--- src/hwpf_defines.svh ---
// Engine count must be a power of two and equal 2**HWPF_TID_W; credits set cache request depth
`ifndef HWPF_DEFINES_SVH
`define HWPF_DEFINES_SVH

// Number of stride engines sharing one cache port
`define HWPF_NUM_ENGINES 4

// Byte address width of trigger and prefetch addresses
`define HWPF_ADDR_W 32

// Request tid width, log2 of the engine count
`define HWPF_TID_W 2

// Credits granted by the cache after reset
`define HWPF_CREDITS 2

`endif

--- src/hwpf_pkg.sv ---
// Types only; widths come from hwpf_defines.svh, stride is two's complement of address width
`default_nettype none

`include "hwpf_defines.svh"

package hwpf_pkg;

    // Byte address
    typedef logic [`HWPF_ADDR_W-1:0] hwpf_addr_t;

    // Signed distance between two trigger addresses
    typedef logic signed [`HWPF_ADDR_W-1:0] hwpf_stride_t;

    // Engine index, carried in the tid field
    typedef logic [`HWPF_TID_W-1:0] hwpf_tid_t;

    // Prefetch request toward the cache
    typedef struct packed {
        hwpf_addr_t addr;
        // Identifies the issuing engine for the response
        hwpf_tid_t  tid;
    } hwpf_req_t;

endpackage

`default_nettype wire

--- src/hwpf_credit_issue.sv ---
// Cache must return exactly one credit per accepted request; output holds one cycle only
`default_nettype none
`timescale 1ns/1ps

`include "hwpf_defines.svh"

module hwpf_credit_issue (
    input  wire logic                 clk_i,
    input  wire logic                 rst_n_i,
    input  wire logic                 arb_valid_i,
    output logic                      arb_ready_o,
    input  wire hwpf_pkg::hwpf_req_t  arb_req_i,
    input  wire logic                 credit_return_i,
    output logic                      pf_req_valid_o,
    output hwpf_pkg::hwpf_addr_t      pf_req_addr_o,
    output hwpf_pkg::hwpf_tid_t       pf_req_tid_o
);

    localparam int CRED_W = $clog2(`HWPF_CREDITS + 1);
    localparam logic [CRED_W-1:0] CRED_MAX = CRED_W'(`HWPF_CREDITS);

    logic [CRED_W-1:0]   credit_q;
    logic                xfer;
    logic                pf_valid_q;
    hwpf_pkg::hwpf_req_t pf_req_q;

    // Accept only with a credit in hand
    assign arb_ready_o = (credit_q != '0);
    assign xfer        = arb_valid_i && arb_ready_o;

    // Credit counter
    always_ff @(posedge clk_i or negedge rst_n_i) begin
        if (!rst_n_i) begin
            credit_q <= CRED_MAX;
        end else if (xfer && !credit_return_i) begin
            credit_q <= credit_q - 1'b1;
        end else if (!xfer && credit_return_i && (credit_q != CRED_MAX)) begin
            // Saturates at the reset grant
            credit_q <= credit_q + 1'b1;
        end
    end

    // One-cycle request pulse
    always_ff @(posedge clk_i or negedge rst_n_i) begin
        if (!rst_n_i) begin
            pf_valid_q <= 1'b0;
        end else begin
            pf_valid_q <= xfer;
        end
    end

    always_ff @(posedge clk_i) begin
        if (xfer) begin
            pf_req_q <= arb_req_i;
        end
    end

    assign pf_req_valid_o = pf_valid_q;
    assign pf_req_addr_o  = pf_req_q.addr;
    assign pf_req_tid_o   = pf_req_q.tid;

endmodule

`default_nettype wire

--- config.mk ---
export PLATFORM = sky130hd
export DESIGN_NAME = hwpf_credit_issue
export DESIGN_NICKNAME = d
export VERILOG_FILES = /design/src/hwpf_pkg.sv /design/src/hwpf_credit_issue.sv
export VERILOG_INCLUDE_DIRS = /design/src
export SDC_FILE = /design/constraint.sdc
export NUM_CORES = 1
export LEC_CHECK = 0
export BUFFER_PORTS_ARGS = -buffer_cell sky130_fd_sc_hd__buf_2
export CORE_MARGIN = 5
export CORE_UTILIZATION = 30
export DETAILED_ROUTE_END_ITERATION = 6
export PLACE_DENSITY = 0.62
export SETUP_SLACK_MARGIN = 0.05
export SYNTH_ARGS = -nofsm -noshare
export SYNTH_HDL_FRONTEND = slang
export SYNTH_SLANG_ARGS = --single-unit
--- constraint.sdc ---
create_clock -name clk_i -period 1.8 [get_ports clk_i]
set_input_delay 0.18 -clock clk_i [delete_from_list [all_inputs] [get_ports clk_i]]
set_output_delay 0.18 -clock clk_i [all_outputs]
set_load 0.005 [all_outputs]
After elaboration in Yosys (flattened, before gate mapping) --
Index checks and enable logic that the tools add are counted.
Cells by class: add/sub/neg operators 2, equal/unequal tests 1, mux-type cells 2, reductions and logical operators 8
Operators by type and width (number):
- $logic_and 1x1->1 | 4
- $mux 2 | 2
- $reduce_bool 2->1 | 2
- $add 2x1->2 const B | 1
- $logic_not 1->1 | 2
- $ne 2x2->1 const B | 1
- $sub 2x1->2 const B | 1
Word-level totals: register bits after elaboration 37, bits of input ports 38, output and inout bits 36, logic and storage cells 17

Logic depth before layout (Yosys ltp) --
Gate-level depths: netlist of run 1.
depth in word-level cells 7, gate-level depth with buffers 2, depth with buffers taken out 2

Worst setup path before layout of run 1 --
No wires, ideal clock.
path kind flip-flop to flip-flop, start point register credit_q[1], end point register pf_req_q (netlist bit pf_req_addr_o[0]), enable pin, library setup time 395 ps, arrival 1517 ps, data required time 1405 ps, path slack -112 ps, cell stages (with the launch flop) 3, buffers on the path 0, period minus slack after synthesis 1912 ps, path through dfstp_2 or2_2 and2_1
On the way: cells in the longest elaborated chain, start to end 2
Ends and longest elaborated chain:
- from (decl) | line hwpf_credit_issue.sv:22 | logic [CRED_W-1:0] credit_q;
- from (signal assigned) | line hwpf_credit_issue.sv:36 | credit_q <= credit_q - 1'b1;
- from (signal assigned) | line hwpf_credit_issue.sv:39 | credit_q <= credit_q + 1'b1;
- $reduce_bool 2->1 | line hwpf_credit_issue.sv:28 | assign arb_ready_o = (credit_q != '0);
- via arb_ready_o | line hwpf_credit_issue.sv:11 | output logic arb_ready_o,
- $logic_and 1x1->1 | line hwpf_credit_issue.sv:29 | assign xfer = arb_valid_i && arb_ready_o;
- via xfer | line hwpf_credit_issue.sv:23 | logic xfer;
- to (signal assigned) | line hwpf_credit_issue.sv:54 | pf_req_q <= arb_req_i;
- to (decl) | line hwpf_credit_issue.sv:25 | hwpf_pkg::hwpf_req_t pf_req_q;
The timed path passes the listed nets, and every way through them passes these cells. A chain may end at the register's enable or synchronous reset.

Final worst setup path of run 1 --
start point register credit_q[0], end point register pf_req_q (netlist bit pf_req_addr_o[6]), enable pin
On the way: cells in the longest elaborated chain, start to end 2
Ends and longest elaborated chain (line):
- $reduce_bool 2->1 | hwpf_credit_issue.sv:28
- $logic_and 1x1->1 | hwpf_credit_issue.sv:29
- via xfer | hwpf_credit_issue.sv:23
The timed path passes the listed nets, and every way through them passes these cells.

==> impl_metrics.ini, run 1 <==
[job]
max_cap_violations = 0

[place]
io_buffers = 73
place.gp.congestion = 0.6722
placed_cell_area_sq_mm = 0.001635
hpwl_um = 1933

[die]
chipWidth_um = 72.75
placementRows = 22
die_area_sq_mm = 0.005292
core_sq_mm = 0.003744
dieHeight_um = 72.75
boundaryPins = 74
start_util_pct = 31.55

[cts]
cts-buffers-inserted = 5
hold_buffers = 1
cts_htree_levels = 2
clock_latency_ns = 0.28
cts-root-buf = clkbuf_8
clk_pin_slew_ns = 0.07
clkSinkCount = 37
cts_setup_buffers = 0
cts-resized-gates = 0
cts_tree = built
cts_buffer_depth = 2

[sta]
slew_headroom_pct = 85.58
max_freq_ghz = 0.7232
setup_viol = 0
rsz0062_at_grt = no
worstMarginPinSlew_ns = 0.2149
fin_setup_tns_ns = 0
clock_skew_ns = 0.002440
hold_violations = 0
fin_crit_ns = 1.383
hold_ws_ns = 0.07338
maxSlewViolCount = 0
period_share_pct = 76.81

[layout]
area_growth_pct = 48.31
fill_cells = 358
diodes = 0
final_common_cell = buf_2
final_cell_mix = 73 x buf_2, 34 x edfxtp_1, 5 x clkbuf_8, 2 x nor3b_1, 2 x dfrtp_1
utilization_pct = 46.79
layout.nets = 169
multiInputGateArea_sq_um = 85.08
stdcell_area_sq_mm = 0.001752
regArea_sq_mm = 0.001097
layout-drive-gt1-share_pct = 65.15

[pwr]
p_leak_nw = 0.7487
powerDensity_mw_per_mm2 = 1337
vdd_drop_max_uv = 648.6

[synthesis]
syn_avg_cell_area_sq_um = 24.61
ys_types = 13
ys_seq_area_share_pct = 92.90
yosys_warnings = 0
synth_area_leader_cell = edfxtp_1
synth_area_sq_mm = 0.001181
ys_ff_latch = 37
synth.area.top_cells = edfxtp_1 86%, dfrtp_1 4.2%, dfstp_2 2.2%
synth_fp_nets = 86
syn_inst = 48
synth_top_area_share_pct = 86.44

[route]
wire_per_inst_um = 13.41
drc_errors = 0
antenna_left = 0
firstDrtPassIters = 4
finalWirelength_um = 2413
dr_total_vias = 729
vias_per_cell = 4.050
drt_iter0_markers = 21

[critical_path]
path_buf_inv = 1
critPathKind = reg2reg
worstPathCellList = or2_2 > and2_2 > buf_12
crit_family = simple AND/OR/NAND/NOR gates
critPathLaunchType = flip-flop
max_stage_delay_ns = 0.44
critPathRequiredTime_ns = 1.84
cp_max_fo = 26
crit_slowest_cell = dfrtp_1
arrival_ns = 1.42
crit_path_end_kind = flip-flop

[global_route]
grt_usage_pct = 9.545
grt_pass1_vias = 801
antenna_found_initial = 0
grt_max_degree = 27
grt_overflow_total = 0
grt_pass1_wl_um = 3663

[outcome]
status = completed

[worst_hold_path]
hold_path_class = in2reg
## power breakdown
part	switching [mW]	internal (mW)
registers	0.0610	1.18
clock network	0.263	0.409
logic	0.218	0.214
## Yosys cell counts, drive strengths merged
cell type / count
edfxtp: 34
dfrtp: 2
nor3b: 2
a211oi: 1
a21oi: 1
and2: 1
and3: 1
and4b: 1
and4bb: 1
dfstp: 1
o21ai: 1
or2: 1
or4: 1
## state kept, by name, indices dropped and copies added (netlist names)
name,flops
pf_req_addr_o,32
pf_req_valid_o,1
credit_q,2
pf_req_tid_o,2
## cell families after synthesis
kind of cell	Yosys count	share of synthesized area [%]
AO/OA/AOI/OAI	3	1.482
flip-flops	37	92.90
AND/OR/NAND/NOR	8	5.615
## metrics by stage
| stage | setup slack, ns | total power [mW] | cells |
|---|---|---|---|
| final | 0.4173 | 2.343 | 180 |
| after global routing | 0.3486 | 2.483 | 180 |
| after CTS | 0.4214 | 2.385 | 180 |
| after detailed placement | 0.4311 | 1.705 | 171 |
| after global placement | 0.4665 | 1.681 | 171 |
| after floorplan | 0.2485 | 1.412 | 48 |
## per-layer routing
metal  track usage (%)  vias to the layer above  routed length, um
met4             3.689                        0                 23
met2             16.23                       39               1276
met1             8.803                      328                795
met5                 0                        -                  0
li1                  -                      358                  -
met3             6.749                        4                318
## final timing paths
path	to	startpoint	cells past startpoint	slack, ns
setup reg to reg	pf_req_addr_o[6]	credit_q[0]	3	0.42
max in group asynchronous	credit_q[1]	rst_n_i	2	1.38
hold reg to reg	credit_q[1]	credit_q[1]	2	0.55
hold / removal	pf_req_addr_o[17]	arb_req_i[19]	1	0.07
min in group asynchronous	pf_req_valid_o	rst_n_i	2	0.22
setup / recovery	pf_req_addr_o[6]	credit_q[0]	3	0.42
## final cells by class
type,instances,share of cell area [%]
Tap cell,48,3.429
Clock buffer,6,4.143
Timing Repair Buffer,76,23.00
Clock inverter,2,1.929
Multi-Input combinational cell,11,4.857
Sequential cell,37,62.64
(Power assumes the default switching activity.)
==> run 2: changes to the inputs <==
--- a/config.mk
+++ b/config.mk
@@ -10,7 +10,7 @@
 export CORE_MARGIN = 5
 export CORE_UTILIZATION = 30
 export DETAILED_ROUTE_END_ITERATION = 6
-export PLACE_DENSITY = 0.62
+export PLACE_DENSITY = 0.6
 export SETUP_SLACK_MARGIN = 0.05
 export SYNTH_ARGS = -nofsm -noshare
 export SYNTH_HDL_FRONTEND = slang
==> constraint.sdc (replaced) <==
create_clock -name clk_i -period 1.3 [get_ports clk_i]
set_input_delay 0.13 -clock clk_i [delete_from_list [all_inputs] [get_ports clk_i]]
set_output_delay 0.13 -clock clk_i [all_outputs]
set_load 0.005 [all_outputs]
==> run 2 against run 1 <==
Against the previous run:
- via count is 8.6% higher
- register-to-register slack worse by 0.42 ns
- sequential share of layout area down 5.1 points
- maximum frequency is 6.5% higher
- hold slack got worse by 0.054 ns
- critical path type unchanged
- largest power group unchanged
==> impl_metrics.ini, run 2 (synthesis gave the netlist of run 1 again) <==
[outcome]
status = completed

[sta]
maxSlewViolCount = 0
rsz0062_at_grt = yes
hold_violations = 0
worstMarginPinSlew_ns = 0.2540
fin_crit_ns = 1.299
slew_headroom_pct = 82.89
fin_setup_tns_ns = 0
max_freq_ghz = 0.7700
setup_viol = 0
clock_skew_ns = 0.005911
period_share_pct = 99.89

[route]
drt_iter0_markers = 27
drc_errors = 0
wire_per_inst_um = 13.66
vias_per_cell = 4.168
finalWirelength_um = 2596
antenna_left = 0
dr_total_vias = 792
firstDrtPassIters = 4

[cts]
cts_htree_levels = 2
cts-root-buf = clkbuf_8
cts_buffer_depth = 2
clk_pin_slew_ns = 0.08
clkSinkCount = 37
clock_latency_ns = 0.28
cts-buffers-inserted = 5
cts_tree = built

[critical_path]
r2r_cells = 3
timing.rr.end = credit_q[0]
critPathRequiredTime_ns = 1.45
r2r_slack_ns = 0.001
worstPathCellList = buf_4 > and4bb_1 > or4_1
cp_max_fo = 5
critPathLaunchType = flip-flop
crit_path_end_kind = flip-flop
critPathKind = reg2reg
reg2reg_from = credit_q[1]
crit_slowest_cell = or4_1
arrival_ns = 1.45
max_stage_delay_ns = 0.47

[pwr]
switching_share_pct = 23.76
p_leak_nw = 0.8073
clock_power_share_pct = 27.7
combPwrFrac_pct = 23.2
pwr-share-seq_pct = 49.1
intPower_mw = 2.662
powerDensity_mw_per_mm2 = 1830
power_mw = 3.492
vdd_drop_max_uv = 1080
switchingPower_mw = 0.8298

[worst_hold_path]
hold_path.startpoint = arb_req_i[21]
hold_depth = 1
hold_path_class = in2reg
min_to = pf_req_addr_o[19]

[global_route]
antenna_found_initial = 0
grt_use_met3_pct = 5.923
grt_pass1_vias = 867
grt_max_degree = 18
grt_util_met2_pct = 18.04
use_met1_pct = 8.818
grt_pass1_wl_um = 3898
top_usage_layer = met2
grt_overflow_total = 0
grt_usage_pct = 10.07

[layout]
diodes = 0
fill_cells = 353
layout-drive-gt1-share_pct = 64.79
largest_reg_flops = 32
area_growth_pct = 61.55
final_common_cell = buf_2
regArea_sq_mm = 0.001099
final_cells = 190
final_cell_mix = 72 x buf_2, 34 x edfxtp_1, 9 x dlygate4sd3_1, 5 x clkbuf_8
multiInputGateArea_sq_um = 97.59
layout.nets = 179

[die]
die_area_sq_mm = 0.005292
core_sq_mm = 0.003744
placementRows = 22
start_util_pct = 31.55
chipWidth_um = 72.75
dieHeight_um = 72.75
boundaryPins = 74

[place]
io_buffers = 73
placed_cells = 171
place.gp.congestion = 0.7183

[job]
max_cap_violations = 0
==> run 2: area by class of cell <==
cell class	instances	share of cell area [%]
multi-input cells	11	5.115
repair buffers	86	28.13
clock inverters	3	2.426
well taps	48	3.148
flip-flops and latches	37	57.57
clock buffers	5	3.607
==> run 2: worst max-delay path, delay by kind of cell, from the launching register on <==
kind,cells,cell delay [ns]
buffers and inverters,1,0.14
AND/OR/NAND/NOR,2,0.66
flip-flops,1,0.37
==> run 2: routing by layer <==
metal | wire, um | vias up
met1 | 814 | 372
met4 | 0 | 0
met2 | 1439 | 41
li1 | - | 379
met3 | 342 | 0
met5 | 0 | -
==> run 2: power by group through the flow <==
stage	sequential [mW]	combinational [mW]	clock [mW]
2_1_floorplan	1.77	0.199	0
3_3_place_gp	1.73	0.652	0
3_5_place_dp	1.75	0.675	0
4_1_cts	1.72	0.777	1.00
5_1_grt	1.75	0.879	1.07
6_report	1.72	0.810	0.966
==> run 2: worst max path at each step <==
stage                start               end  slack, ns  cells past startpoint
6_report       credit_q[1]       credit_q[0]      0.001                      3
5_1_grt        credit_q[1]       credit_q[0]      -0.03                      3
4_1_cts        credit_q[1]  pf_req_addr_o[6]      0.008                      3
3_5_place_dp   credit_q[1]  pf_req_addr_o[2]       0.01                      3
3_3_place_gp   credit_q[0]       credit_q[0]       0.03                      2
2_1_floorplan  credit_q[1]  pf_req_addr_o[0]      -0.05                      2
==> run 2: timing repair <==
action / CTS / global route
hold buffers: 1 / 8
setup buffers: 1 / 0
endpoints found under the hold margin: 3 / 8
pin swaps: 1 / 0
resized for setup: 3 / 2
endpoints found under the setup margin: 36 / 37
cloned: 1 / 0
==> run 2: stage by stage <==
step	setup slack, ns	hold WS [ns]	utilization, %	cell area [sq um]
2_1_floorplan	-0.04523	-0.1656	-	1186
3_3_place_gp	0.03475	-0.07108	44.12	1652
3_5_place_dp	0.01178	-0.07153	44.12	1652
4_1_cts	0.008307	0.003084	48.53	1817
5_1_grt	-0.03037	0.0001258	50.97	1908
6_report	0.001373	0.01972	50.97	1908
