**config.mk**
```make
export PLATFORM = sky130hd
export DESIGN_NAME = hwpf_stride_engine_flat
export DESIGN_NICKNAME = d
export VERILOG_FILES = /design/src/hwpf_pkg.sv /design/src/hwpf_req_if.sv /design/src/hwpf_stride_engine.sv /design/src/flat_wrapper.sv
export VERILOG_INCLUDE_DIRS = /design/src
export SDC_FILE = /design/constraint.sdc
export NUM_CORES = 1
export LEC_CHECK = 0
export ABC_AREA = 1
export BUFFER_PORTS_ARGS = -buffer_cell sky130_fd_sc_hd__clkbuf_2
export CAP_MARGIN = 20
export CORE_MARGIN = 2
export CORE_UTILIZATION = 65
export CTS_BUF_LIST = sky130_fd_sc_hd__clkbuf_4 sky130_fd_sc_hd__clkbuf_8
export DETAILED_ROUTE_END_ITERATION = 12
export GPL_TIMING_DRIVEN = 0
export HOLD_SLACK_MARGIN = 0.1
export PLACE_DENSITY = 0.85
export SLEW_MARGIN = 20
export SYNTH_ARGS = -nofsm -noshare
export SYNTH_HDL_FRONTEND = slang
export SYNTH_SLANG_ARGS = --single-unit
```
**constraint.sdc**
```tcl
create_clock -name clk_i -period 7.7 [get_ports clk_i]
set_input_delay 1.155 -clock clk_i [delete_from_list [all_inputs] [get_ports clk_i]]
set_output_delay 1.155 -clock clk_i [all_outputs]
set_load 0.005 [all_outputs]
```
**src/hwpf_defines.svh**
```systemverilog
// Engine count must be a power of two and equal 2**HWPF_TID_W; credits set cache request depth
`ifndef HWPF_DEFINES_SVH
`define HWPF_DEFINES_SVH

// Number of stride engines sharing one cache port
`define HWPF_NUM_ENGINES 4

// Byte address width of trigger and prefetch addresses
`define HWPF_ADDR_W 32

// Request tid width, log2 of the engine count
`define HWPF_TID_W 2

// Credits granted by the cache after reset
`define HWPF_CREDITS 2

`endif

```
**src/hwpf_pkg.sv**
```systemverilog
// Types only; widths come from hwpf_defines.svh, stride is two's complement of address width
`default_nettype none

`include "hwpf_defines.svh"

package hwpf_pkg;

    // Byte address
    typedef logic [`HWPF_ADDR_W-1:0] hwpf_addr_t;

    // Signed distance between two trigger addresses
    typedef logic signed [`HWPF_ADDR_W-1:0] hwpf_stride_t;

    // Engine index, carried in the tid field
    typedef logic [`HWPF_TID_W-1:0] hwpf_tid_t;

    // Prefetch request toward the cache
    typedef struct packed {
        hwpf_addr_t addr;
        // Identifies the issuing engine for the response
        hwpf_tid_t  tid;
    } hwpf_req_t;

endpackage

`default_nettype wire

```
**src/hwpf_req_if.sv**
```systemverilog
// One engine-to-arbiter link; req_valid holds with stable req_addr until accepted
`default_nettype none
`timescale 1ns/1ps

interface hwpf_req_if;

    // Valid/ready request channel
    logic                 req_valid;
    logic                 req_ready;
    hwpf_pkg::hwpf_addr_t req_addr;

    // Completion pulse for the outstanding prefetch
    logic                 rsp_valid;

    // Engine side
    modport engine (
        output req_valid,
        output req_addr,
        input  req_ready,
        input  rsp_valid
    );

    // Arbiter side
    modport arbiter (
        input  req_valid,
        input  req_addr,
        output req_ready,
        output rsp_valid
    );

endinterface

`default_nettype wire

```
**src/hwpf_stride_engine.sv**
```systemverilog
// One trigger per cycle, one prefetch in flight, no page check; busy engines drop proposals
`default_nettype none
`timescale 1ns/1ps

module hwpf_stride_engine (
    input  wire logic                 clk_i,
    input  wire logic                 rst_n_i,
    input  wire logic                 trig_valid_i,
    input  wire hwpf_pkg::hwpf_addr_t trig_addr_i,
    hwpf_req_if.engine                link
);

    // Training state
    hwpf_pkg::hwpf_addr_t   last_addr_q;
    hwpf_pkg::hwpf_stride_t last_stride_q;
    logic                   seen_q;

    // Pending request slot and outstanding tracking
    logic                   pend_valid_q;
    hwpf_pkg::hwpf_addr_t   pend_addr_q;
    logic                   busy_q;

    // Per-trigger decode
    hwpf_pkg::hwpf_stride_t cur_stride;
    logic                   confirm;
    logic                   load;
    logic                   xfer;

    // Distance from the previous trigger
    assign cur_stride = hwpf_pkg::hwpf_stride_t'(trig_addr_i - last_addr_q);

    // Same nonzero stride twice in a row
    assign confirm = trig_valid_i && seen_q &&
                     (cur_stride == last_stride_q) && (cur_stride != '0);

    // Only with an empty slot and nothing in flight
    assign load = confirm && !pend_valid_q && !busy_q;

    // Slot handed to the arbiter
    assign xfer = pend_valid_q && link.req_ready;

    // Stride learning independent of slot state
    always_ff @(posedge clk_i or negedge rst_n_i) begin
        if (!rst_n_i) begin
            seen_q        <= 1'b0;
            last_addr_q   <= '0;
            last_stride_q <= '0;
        end else if (trig_valid_i) begin
            seen_q      <= 1'b1;
            last_addr_q <= trig_addr_i;
            // First trigger only records its address
            if (seen_q) begin
                last_stride_q <= cur_stride;
            end
        end
    end

    // Slot valid and busy flag
    always_ff @(posedge clk_i or negedge rst_n_i) begin
        if (!rst_n_i) begin
            pend_valid_q <= 1'b0;
            busy_q       <= 1'b0;
        end else begin
            if (load) begin
                pend_valid_q <= 1'b1;
            end else if (xfer) begin
                pend_valid_q <= 1'b0;
            end
            // Busy from transfer until the response pulse
            if (xfer) begin
                busy_q <= 1'b1;
            end else if (link.rsp_valid) begin
                busy_q <= 1'b0;
            end
        end
    end

    // Next address in the stream
    always_ff @(posedge clk_i) begin
        if (load) begin
            pend_addr_q <= trig_addr_i + hwpf_pkg::hwpf_addr_t'(cur_stride);
        end
    end

    // Slot drives the link directly
    assign link.req_valid = pend_valid_q;
    assign link.req_addr  = pend_addr_q;

endmodule

`default_nettype wire

```
**src/flat_wrapper.sv**
```systemverilog
// flat-port wrapper written by rule: the top's interface ports become plain ports
module hwpf_stride_engine_flat 
  (clk_i, rst_n_i, trig_valid_i, trig_addr_i, link_req_valid, link_req_addr, link_req_ready, link_rsp_valid);
  hwpf_req_if link_i ();
  input  wire logic clk_i;
  input  wire logic rst_n_i;
  input  wire logic trig_valid_i;
  input  wire hwpf_pkg::hwpf_addr_t trig_addr_i;
  output wire logic [$bits(link_i.req_valid)-1:0] link_req_valid;
  output wire logic [$bits(link_i.req_addr)-1:0] link_req_addr;
  input wire logic [$bits(link_i.req_ready)-1:0] link_req_ready;
  input wire logic [$bits(link_i.rsp_valid)-1:0] link_rsp_valid;
  assign link_req_valid = link_i.req_valid;
  assign link_req_addr = link_i.req_addr;
  assign link_i.req_ready = link_req_ready;
  assign link_i.rsp_valid = link_rsp_valid;
  hwpf_stride_engine u_core (.clk_i(clk_i), .rst_n_i(rst_n_i), .trig_valid_i(trig_valid_i), .trig_addr_i(trig_addr_i), .link(link_i));
endmodule
```
# After elaboration in Yosys (flattened, before gate mapping)
# Index checks and enable logic that the tools add are counted.
[classes] n_reduce_logical=12 eq_ne=1 n_mux=4 add_sub_neg=2
[ops] op="32-bit adder" count=1
[ops] op="32-bit == test" count=1
[ops] op="32-bit nonzero test" count=1
[ops] op="32-bit subtractor" count=1
[ops] op="1-bit logical AND" count=6
[ops] op="1-bit 2-to-1 mux" count=4
[ops] op="2-bit nonzero test" count=2
[ops] op="1-bit zero test" count=2
[ops] op="2-bit AND reduction" count=1
[totals] ff_bits=99 in_bits=37 out_inout_bits=33

# Longest topological paths before layout
[logic_depth] word_depth=7 ltp_mapped=25

# Least setup slack after synthesis
# Ideal clock, no wire load.
[synth_path] path_kind="input to register" start="in trig_addr_i[0]" end="reg u_core.pend_addr_q[0] (netlist: u_core.link.req_addr[0]) (enable)" required_time_ns=7.279 path_buffers=0 path_slack_ns=2.939 t_arrival_ns=4.340 path_stages=20 cell_sequence="inv_1 ha_1 inv_1 fa_1 nand2_2 nand2_2 nand3_1 nand2_2 nand2_2 nand2_1 nand2_1 nand2_1 nand2_1 and2_1 nand2_1 inv_1 nand2_1 nor2_1 nand4_1 nor2_1"
[synth_between] elab_chain_len=6 elab_cells_between_ends=7 cone_classes="add/sub: 1; eq/ne: 1; reduce/logical: 5"
[synth_lines] element="from (decl)" line_no="flat_wrapper.sv:8" source="input wire hwpf_pkg::hwpf_addr_t trig_addr_i;"
[synth_lines] element="32-bit subtractor *" line_no="hwpf_stride_engine.sv:30" source="assign cur_stride = hwpf_pkg::hwpf_stride_t'(trig_addr_i - last_addr_q);"
[synth_lines] element="via u_core.cur_stride[14]" line_no="hwpf_stride_engine.sv:24" source="hwpf_pkg::hwpf_stride_t cur_stride;"
[synth_lines] element="32-bit == test" line_no="hwpf_stride_engine.sv:34" source="(cur_stride == last_stride_q) && (cur_stride != '0);"
[synth_lines] element="1-bit logical AND" line_no="hwpf_stride_engine.sv:33" source="assign confirm = trig_valid_i && seen_q &&"
[synth_lines] element="1-bit logical AND *" line_no="hwpf_stride_engine.sv:34"
[synth_lines] element="1-bit logical AND * (2 in a row)" line_no="hwpf_stride_engine.sv:37" source="assign load = confirm && !pend_valid_q && !busy_q;"
[synth_lines] element="via u_core.load" line_no="hwpf_stride_engine.sv:26" source="logic load;"
[synth_lines] element="to (signal assigned)" line_no="hwpf_stride_engine.sv:81" source="pend_addr_q <= trig_addr_i + hwpf_pkg::hwpf_addr_t'(cur_stride);"
[synth_lines] element="to (decl)" line_no="hwpf_stride_engine.sv:20" source="hwpf_pkg::hwpf_addr_t pend_addr_q;"
# Mark *: on every way through the listed nets, which the timed path passes. The rest lies on a longest branch.
# A chain may end at the register's enable or synchronous reset.

# Worst setup path after layout
[layout_path] start="in trig_addr_i[0]" end="reg u_core.pend_addr_q[30] (netlist: u_core.link.req_addr[30]), data pin"
[layout_between] elab_chain_len=2
[layout_lines] element="32-bit subtractor" line_no="hwpf_stride_engine.sv:30"
[layout_lines] element="32-bit adder *" line_no="hwpf_stride_engine.sv:81"
# Every way passes the cells marked *; elsewhere a longest branch is shown, timed or not.

==> results.rst <==
.. list-table::
   :header-rows: 1

   * - Metric
     - Value
   * - Status
     - completed
   * - HPWL reported at the end of detailed placement
     - 21600 µm
   * - Residual DRC
     - 0
   * - Clock latency on the worst-skew pair
     - 0.40 ns
   * - Max Cap Violations
     - 0
   * - Die footprint
     - 14700 µm²
   * - TritonCTS clock tree
     - done
   * - Period utilization
     - 60.8%
   * - Number of gates on the worst path with buffers counted
     - 23
   * - Post-route minimum period
     - 4.68 ns
   * - Syn Std Cell Area
     - 8950 µm²
   * - Final net count
     - 1570
   * - Routed wire per std cell
     - 15.8 µm
   * - Buf+Inv Stages, Crit Path
     - 3
   * - Setup repair after global routing missed its margin
     - false
   * - Slew HR
     - 51.8%
   * - Layout filler cell count
     - 1151
   * - Post-synthesis instance total
     - 1386
   * - Placement Cell Area
     - 9570 µm²
   * - Setup Viol. Count Final
     - 0
   * - Worst-case vdd ir drop
     - 0.119 mV
   * - Vias per std cell
     - 5.58
   * - Compound-cell area share of the yosys netlist
     - 9.49%
   * - Floorplan row count
     - 42
   * - Unique cell type count in the Yosys netlist
     - 40
   * - X dimension of the die
     - 121 µm
   * - Simple-gate area share of the yosys netlist
     - 36.6%
   * - Detailed-routing iteration count for the pre-antenna-repair pass
     - 7
   * - CTS Hold Bufs
     - 0
   * - Post-cts sizing count
     - 0
   * - CP Data Arrival Time
     - 4.84 ns
   * - Actual slew at the worst max-slew pin
     - 0.722 ns
   * - Total area of multi-input combinational cells
     - 5320 µm²
   * - Highest net fanout along the worst path
     - 5
   * - Max-slew violation count
     - 0
   * - Total negative setup slack
     - 0 ns
   * - Slowest cell on the critical path
     - sky130_fd_sc_hd__fa_1
   * - Vias in the first global route
     - 8762
   * - Via count
     - 9194
   * - Count of antenna diodes in the layout
     - 0
   * - Launch instance of the worst register-to-register path
     - u_core.last_addr_q[0]
   * - Type of destination of the critical path
     - flop
   * - Post-CTS setup repair buffer count
     - 0
   * - EDFF count, synth
     - 32
   * - Setup clock skew after layout
     - 0.0201 ns
   * - IO Port Bufs
     - 69
   * - Proportion of synthesized flip-flops having asynchronous set or reset
     - 67.7%
   * - Power density over the cells
     - 215 nW/µm²
   * - Register area
     - 2640 µm²
   * - Crit path required time
     - 7.86 ns
   * - Class of the tightest hold or removal check
     - reg2reg
   * - Number of nets still failing antenna checks after routing
     - 0
   * - Crit-path max cell delay
     - 0.48 ns
   * - Combinational family with the most area after synthesis
     - simple AND/OR/NAND/NOR gates
   * - Worst r2r dst
     - u_core.link.req_addr[30]
   * - Post-synthesis sequential area ratio
     - 29.5%
   * - Count of synthesis-stage warnings from yosys
     - 0
   * - Number of clock sinks
     - 99
   * - Setup slack, reg-to-reg
     - 3.56 ns
   * - Max clock buf depth
     - 2
   * - Leading register cell type out of synthesis
     - sky130_fd_sc_hd__dfrtp_1
   * - Height of the chip
     - 121 µm
   * - P_leak
     - 5.40 nW
   * - Core area
     - 13300 µm²
   * - Initial core utilization
     - 67.1%
   * - Cell class contributing the biggest share of worst-path delay
     - simple AND/OR/NAND/NOR gates
   * - Boundary Pins
     - 70
   * - Critical path type
     - in2reg
   * - Area growth from synthesis to final layout
     - 9.10%
   * - Number of design-rule violations left by the first detailed-router iteration
     - 1044
   * - Origin of the worst min-delay path
     - u_core.seen_q
   * - Wire length of the first global-routing pass
     - 42400 µm
   * - Antenna violations before repair
     - 0
   * - Top library cells by usage in the layout, fill and taps aside
     - sky130_fd_sc_hd__nand2_1 (454), sky130_fd_sc_hd__inv_1 (247), sky130_fd_sc_hd__nand3_1 (102), sky130_fd_sc_hd__nor2_1 (100), sky130_fd_sc_hd__o21ai_0 (77)
   * - Multiplexer fraction of the synthesized cell area
     - 0.126%
   * - Clk Tree Root Cell
     - sky130_fd_sc_hd__clkbuf_8
   * - Cell-by-cell listing of the critical path
     - clkbuf_2 > inv_1 > ha_1 > inv_1 > fa_1 > nand2_2 > nand2_2 > nand3_1 > nand2_2 > nand3_1 > nand3_1 > nand2_1 > nand2_1 > ha_1 > nand2_1 > nor4_1 > nand3_1 > nand3_1 > nand3_1 > nand2_1 > nand2_1 > nand3_1 > xor2_1
   * - Adder and majority gate portion of the synthesized area
     - 9.25%
   * - Achievable clock frequency
     - 214 MHz
   * - Maximum number of pins on one net before global-route repair
     - 37
   * - Final Hold Violating Endpoints
     - 0
   * - DRT Wirelength
     - 26100 µm
   * - Hold Path End
     - u_core.seen_q
   * - Hold path depth
     - 1
   * - Grt total ovfl
     - 0
   * - Syn avg cell area
     - 6.46 µm²
   * - Net count after synthesis
     - 1488
   * - Weighted congestion reported at the end of routability-driven placement
     - 1.01
   * - H-tree levels
     - 3
   * - Fraction of synthesized cell area in xor and xnor cells
     - 3.93%
   * - Non-Filler Cell Area, Final
     - 9760 µm²
   * - Number of register bits inferred by synthesis
     - 99
   * - Cell depth of the worst flop-to-flop path
     - 21
   * - Clock-pin slew of the registers on the worst-case setup and hold paths
     - 0.10 ns
   * - Util after Layout
     - 73.2%
   * - Most common cell after layout, fill and taps aside
     - sky130_fd_sc_hd__nand2_1
   * - Final-layout worst hold slack
     - 0.499 ns
   * - Sort of element at the start of the critical path
     - primary input
   * - Fraction of layout cells with a size suffix above 1
     - 10.1%
   * - Cell repeated most along the worst path
     - sky130_fd_sc_hd__nand3_1
   * - Total Routing Usage GR
     - 37.2%
   * - TritonCTS buffer count
     - 9
-- worst reg2reg max path: stages (launching register included) --
cell	delay [ns]
sky130_fd_sc_hd__dfrtp_1	0.41
sky130_fd_sc_hd__ha_1	0.17
sky130_fd_sc_hd__inv_1	0.05
sky130_fd_sc_hd__fa_1	0.48
sky130_fd_sc_hd__nand2_2	0.14
sky130_fd_sc_hd__nand2_2	0.09
sky130_fd_sc_hd__nand3_1	0.13
sky130_fd_sc_hd__nand2_2	0.12
sky130_fd_sc_hd__nand3_1	0.14
sky130_fd_sc_hd__nand3_1	0.09
sky130_fd_sc_hd__nand2_1	0.08
sky130_fd_sc_hd__nand2_1	0.18
sky130_fd_sc_hd__ha_1	0.47
sky130_fd_sc_hd__nand2_1	0.12
sky130_fd_sc_hd__nor4_1	0.48
sky130_fd_sc_hd__nand3_1	0.14
sky130_fd_sc_hd__nand3_1	0.16
sky130_fd_sc_hd__nand3_1	0.10
sky130_fd_sc_hd__nand2_1	0.13
sky130_fd_sc_hd__nand2_1	0.08
sky130_fd_sc_hd__nand3_1	0.09
sky130_fd_sc_hd__xor2_1	0.07
-- where the power goes --
group	switching (W)	total (W)	internal, W
clock	0.000200	0.000360	0.000160
combinational	0.000722	0.00108	0.000357
sequential	0.0000321	0.000657	0.000625
-- synth_stat cells, types with 13 or more instances --
cell                       instances  share of area [%]
sky130_fd_sc_hd__a21oi_1          57                3.2
sky130_fd_sc_hd__clkbuf_1         13               0.55
sky130_fd_sc_hd__dfrtp_1          67                 19
sky130_fd_sc_hd__edfxtp_1         32                 11
sky130_fd_sc_hd__ha_1             63                8.8
sky130_fd_sc_hd__inv_1           247                 10
sky130_fd_sc_hd__nand2_1         454                 19
sky130_fd_sc_hd__nand2_2          37                2.6
sky130_fd_sc_hd__nand3_1         102                5.7
sky130_fd_sc_hd__nand4_1          22                1.5
sky130_fd_sc_hd__nor2_1          101                4.2
sky130_fd_sc_hd__nor3_1           14               0.78
sky130_fd_sc_hd__o21ai_0          77                4.3
sky130_fd_sc_hd__xor2_1           26                2.5
-- sequential cells by signal, summed over array words and instances, names as in the netlist --
register               count
u_core.link.req_addr      32
u_core.link.req_valid      1
u_core.busy_q              1
u_core.last_addr_q        32
u_core.last_stride_q      32
u_core.seen_q              1
-- metrics by stage --
step | setup slack, ns | std cells | total power, W
floorplan | 2.94 | 1386 | 0.00144
global placement | 1.62 | 1631 | 0.00168
detailed placement | 2.68 | 1633 | 0.00171
CTS | 3.08 | 1649 | 0.00207
global route | 2.74 | 1649 | 0.00225
finish | 3.02 | 1649 | 0.00210
-- final cells by class --
| type | instances | area share (%) |
|---|---|---|
| multi-input combinational | 1022 | 54.5 |
| sequential | 99 | 27.0 |
| inverter | 250 | 9.61 |
| timing repair buffer | 71 | 3.97 |
| tap | 176 | 2.26 |
| clock buffer | 11 | 1.42 |
| clock inverter | 5 | 0.615 |
| buffer | 15 | 0.602 |
-- routing by layer --
metal	wire length (µm)	up-vias	track usage (%)
met5	0	-	0
met4	1130	0	16.7
met3	2490	80	5.78
met2	11100	450	57.6
met1	11300	4108	51.5
li1	-	4556	-
-- how the worst max path moves through the flow --
stage | startpoint | to | slack (ns)
6_report | trig_addr_i[0] | u_core.link.req_addr[30] | 3.02
4_1_cts | trig_addr_i[0] | u_core.link.req_addr[28] | 3.08
3_3_place_gp | trig_addr_i[0] | u_core.link.req_addr[2] | 1.62
3_5_place_dp | trig_addr_i[0] | u_core.link.req_addr[28] | 2.68
2_1_floorplan | trig_addr_i[0] | u_core.link.req_addr[0] | 2.94
5_1_grt | trig_addr_i[0] | u_core.link.req_addr[28] | 2.74
-- kinds of logic (layout without fill, tap and decap cells) --
kind of cell,count (synthesis),after routing
and+or+nand+nor,760,760
buffers and inverters,265,352
AOI/OAI and AO/OA,159,159
DFF,99,99
adders and majority gates,65,65
xor gates and xnor gates,37,37
muxes,1,1
Power figures use the tool's default switching activity.
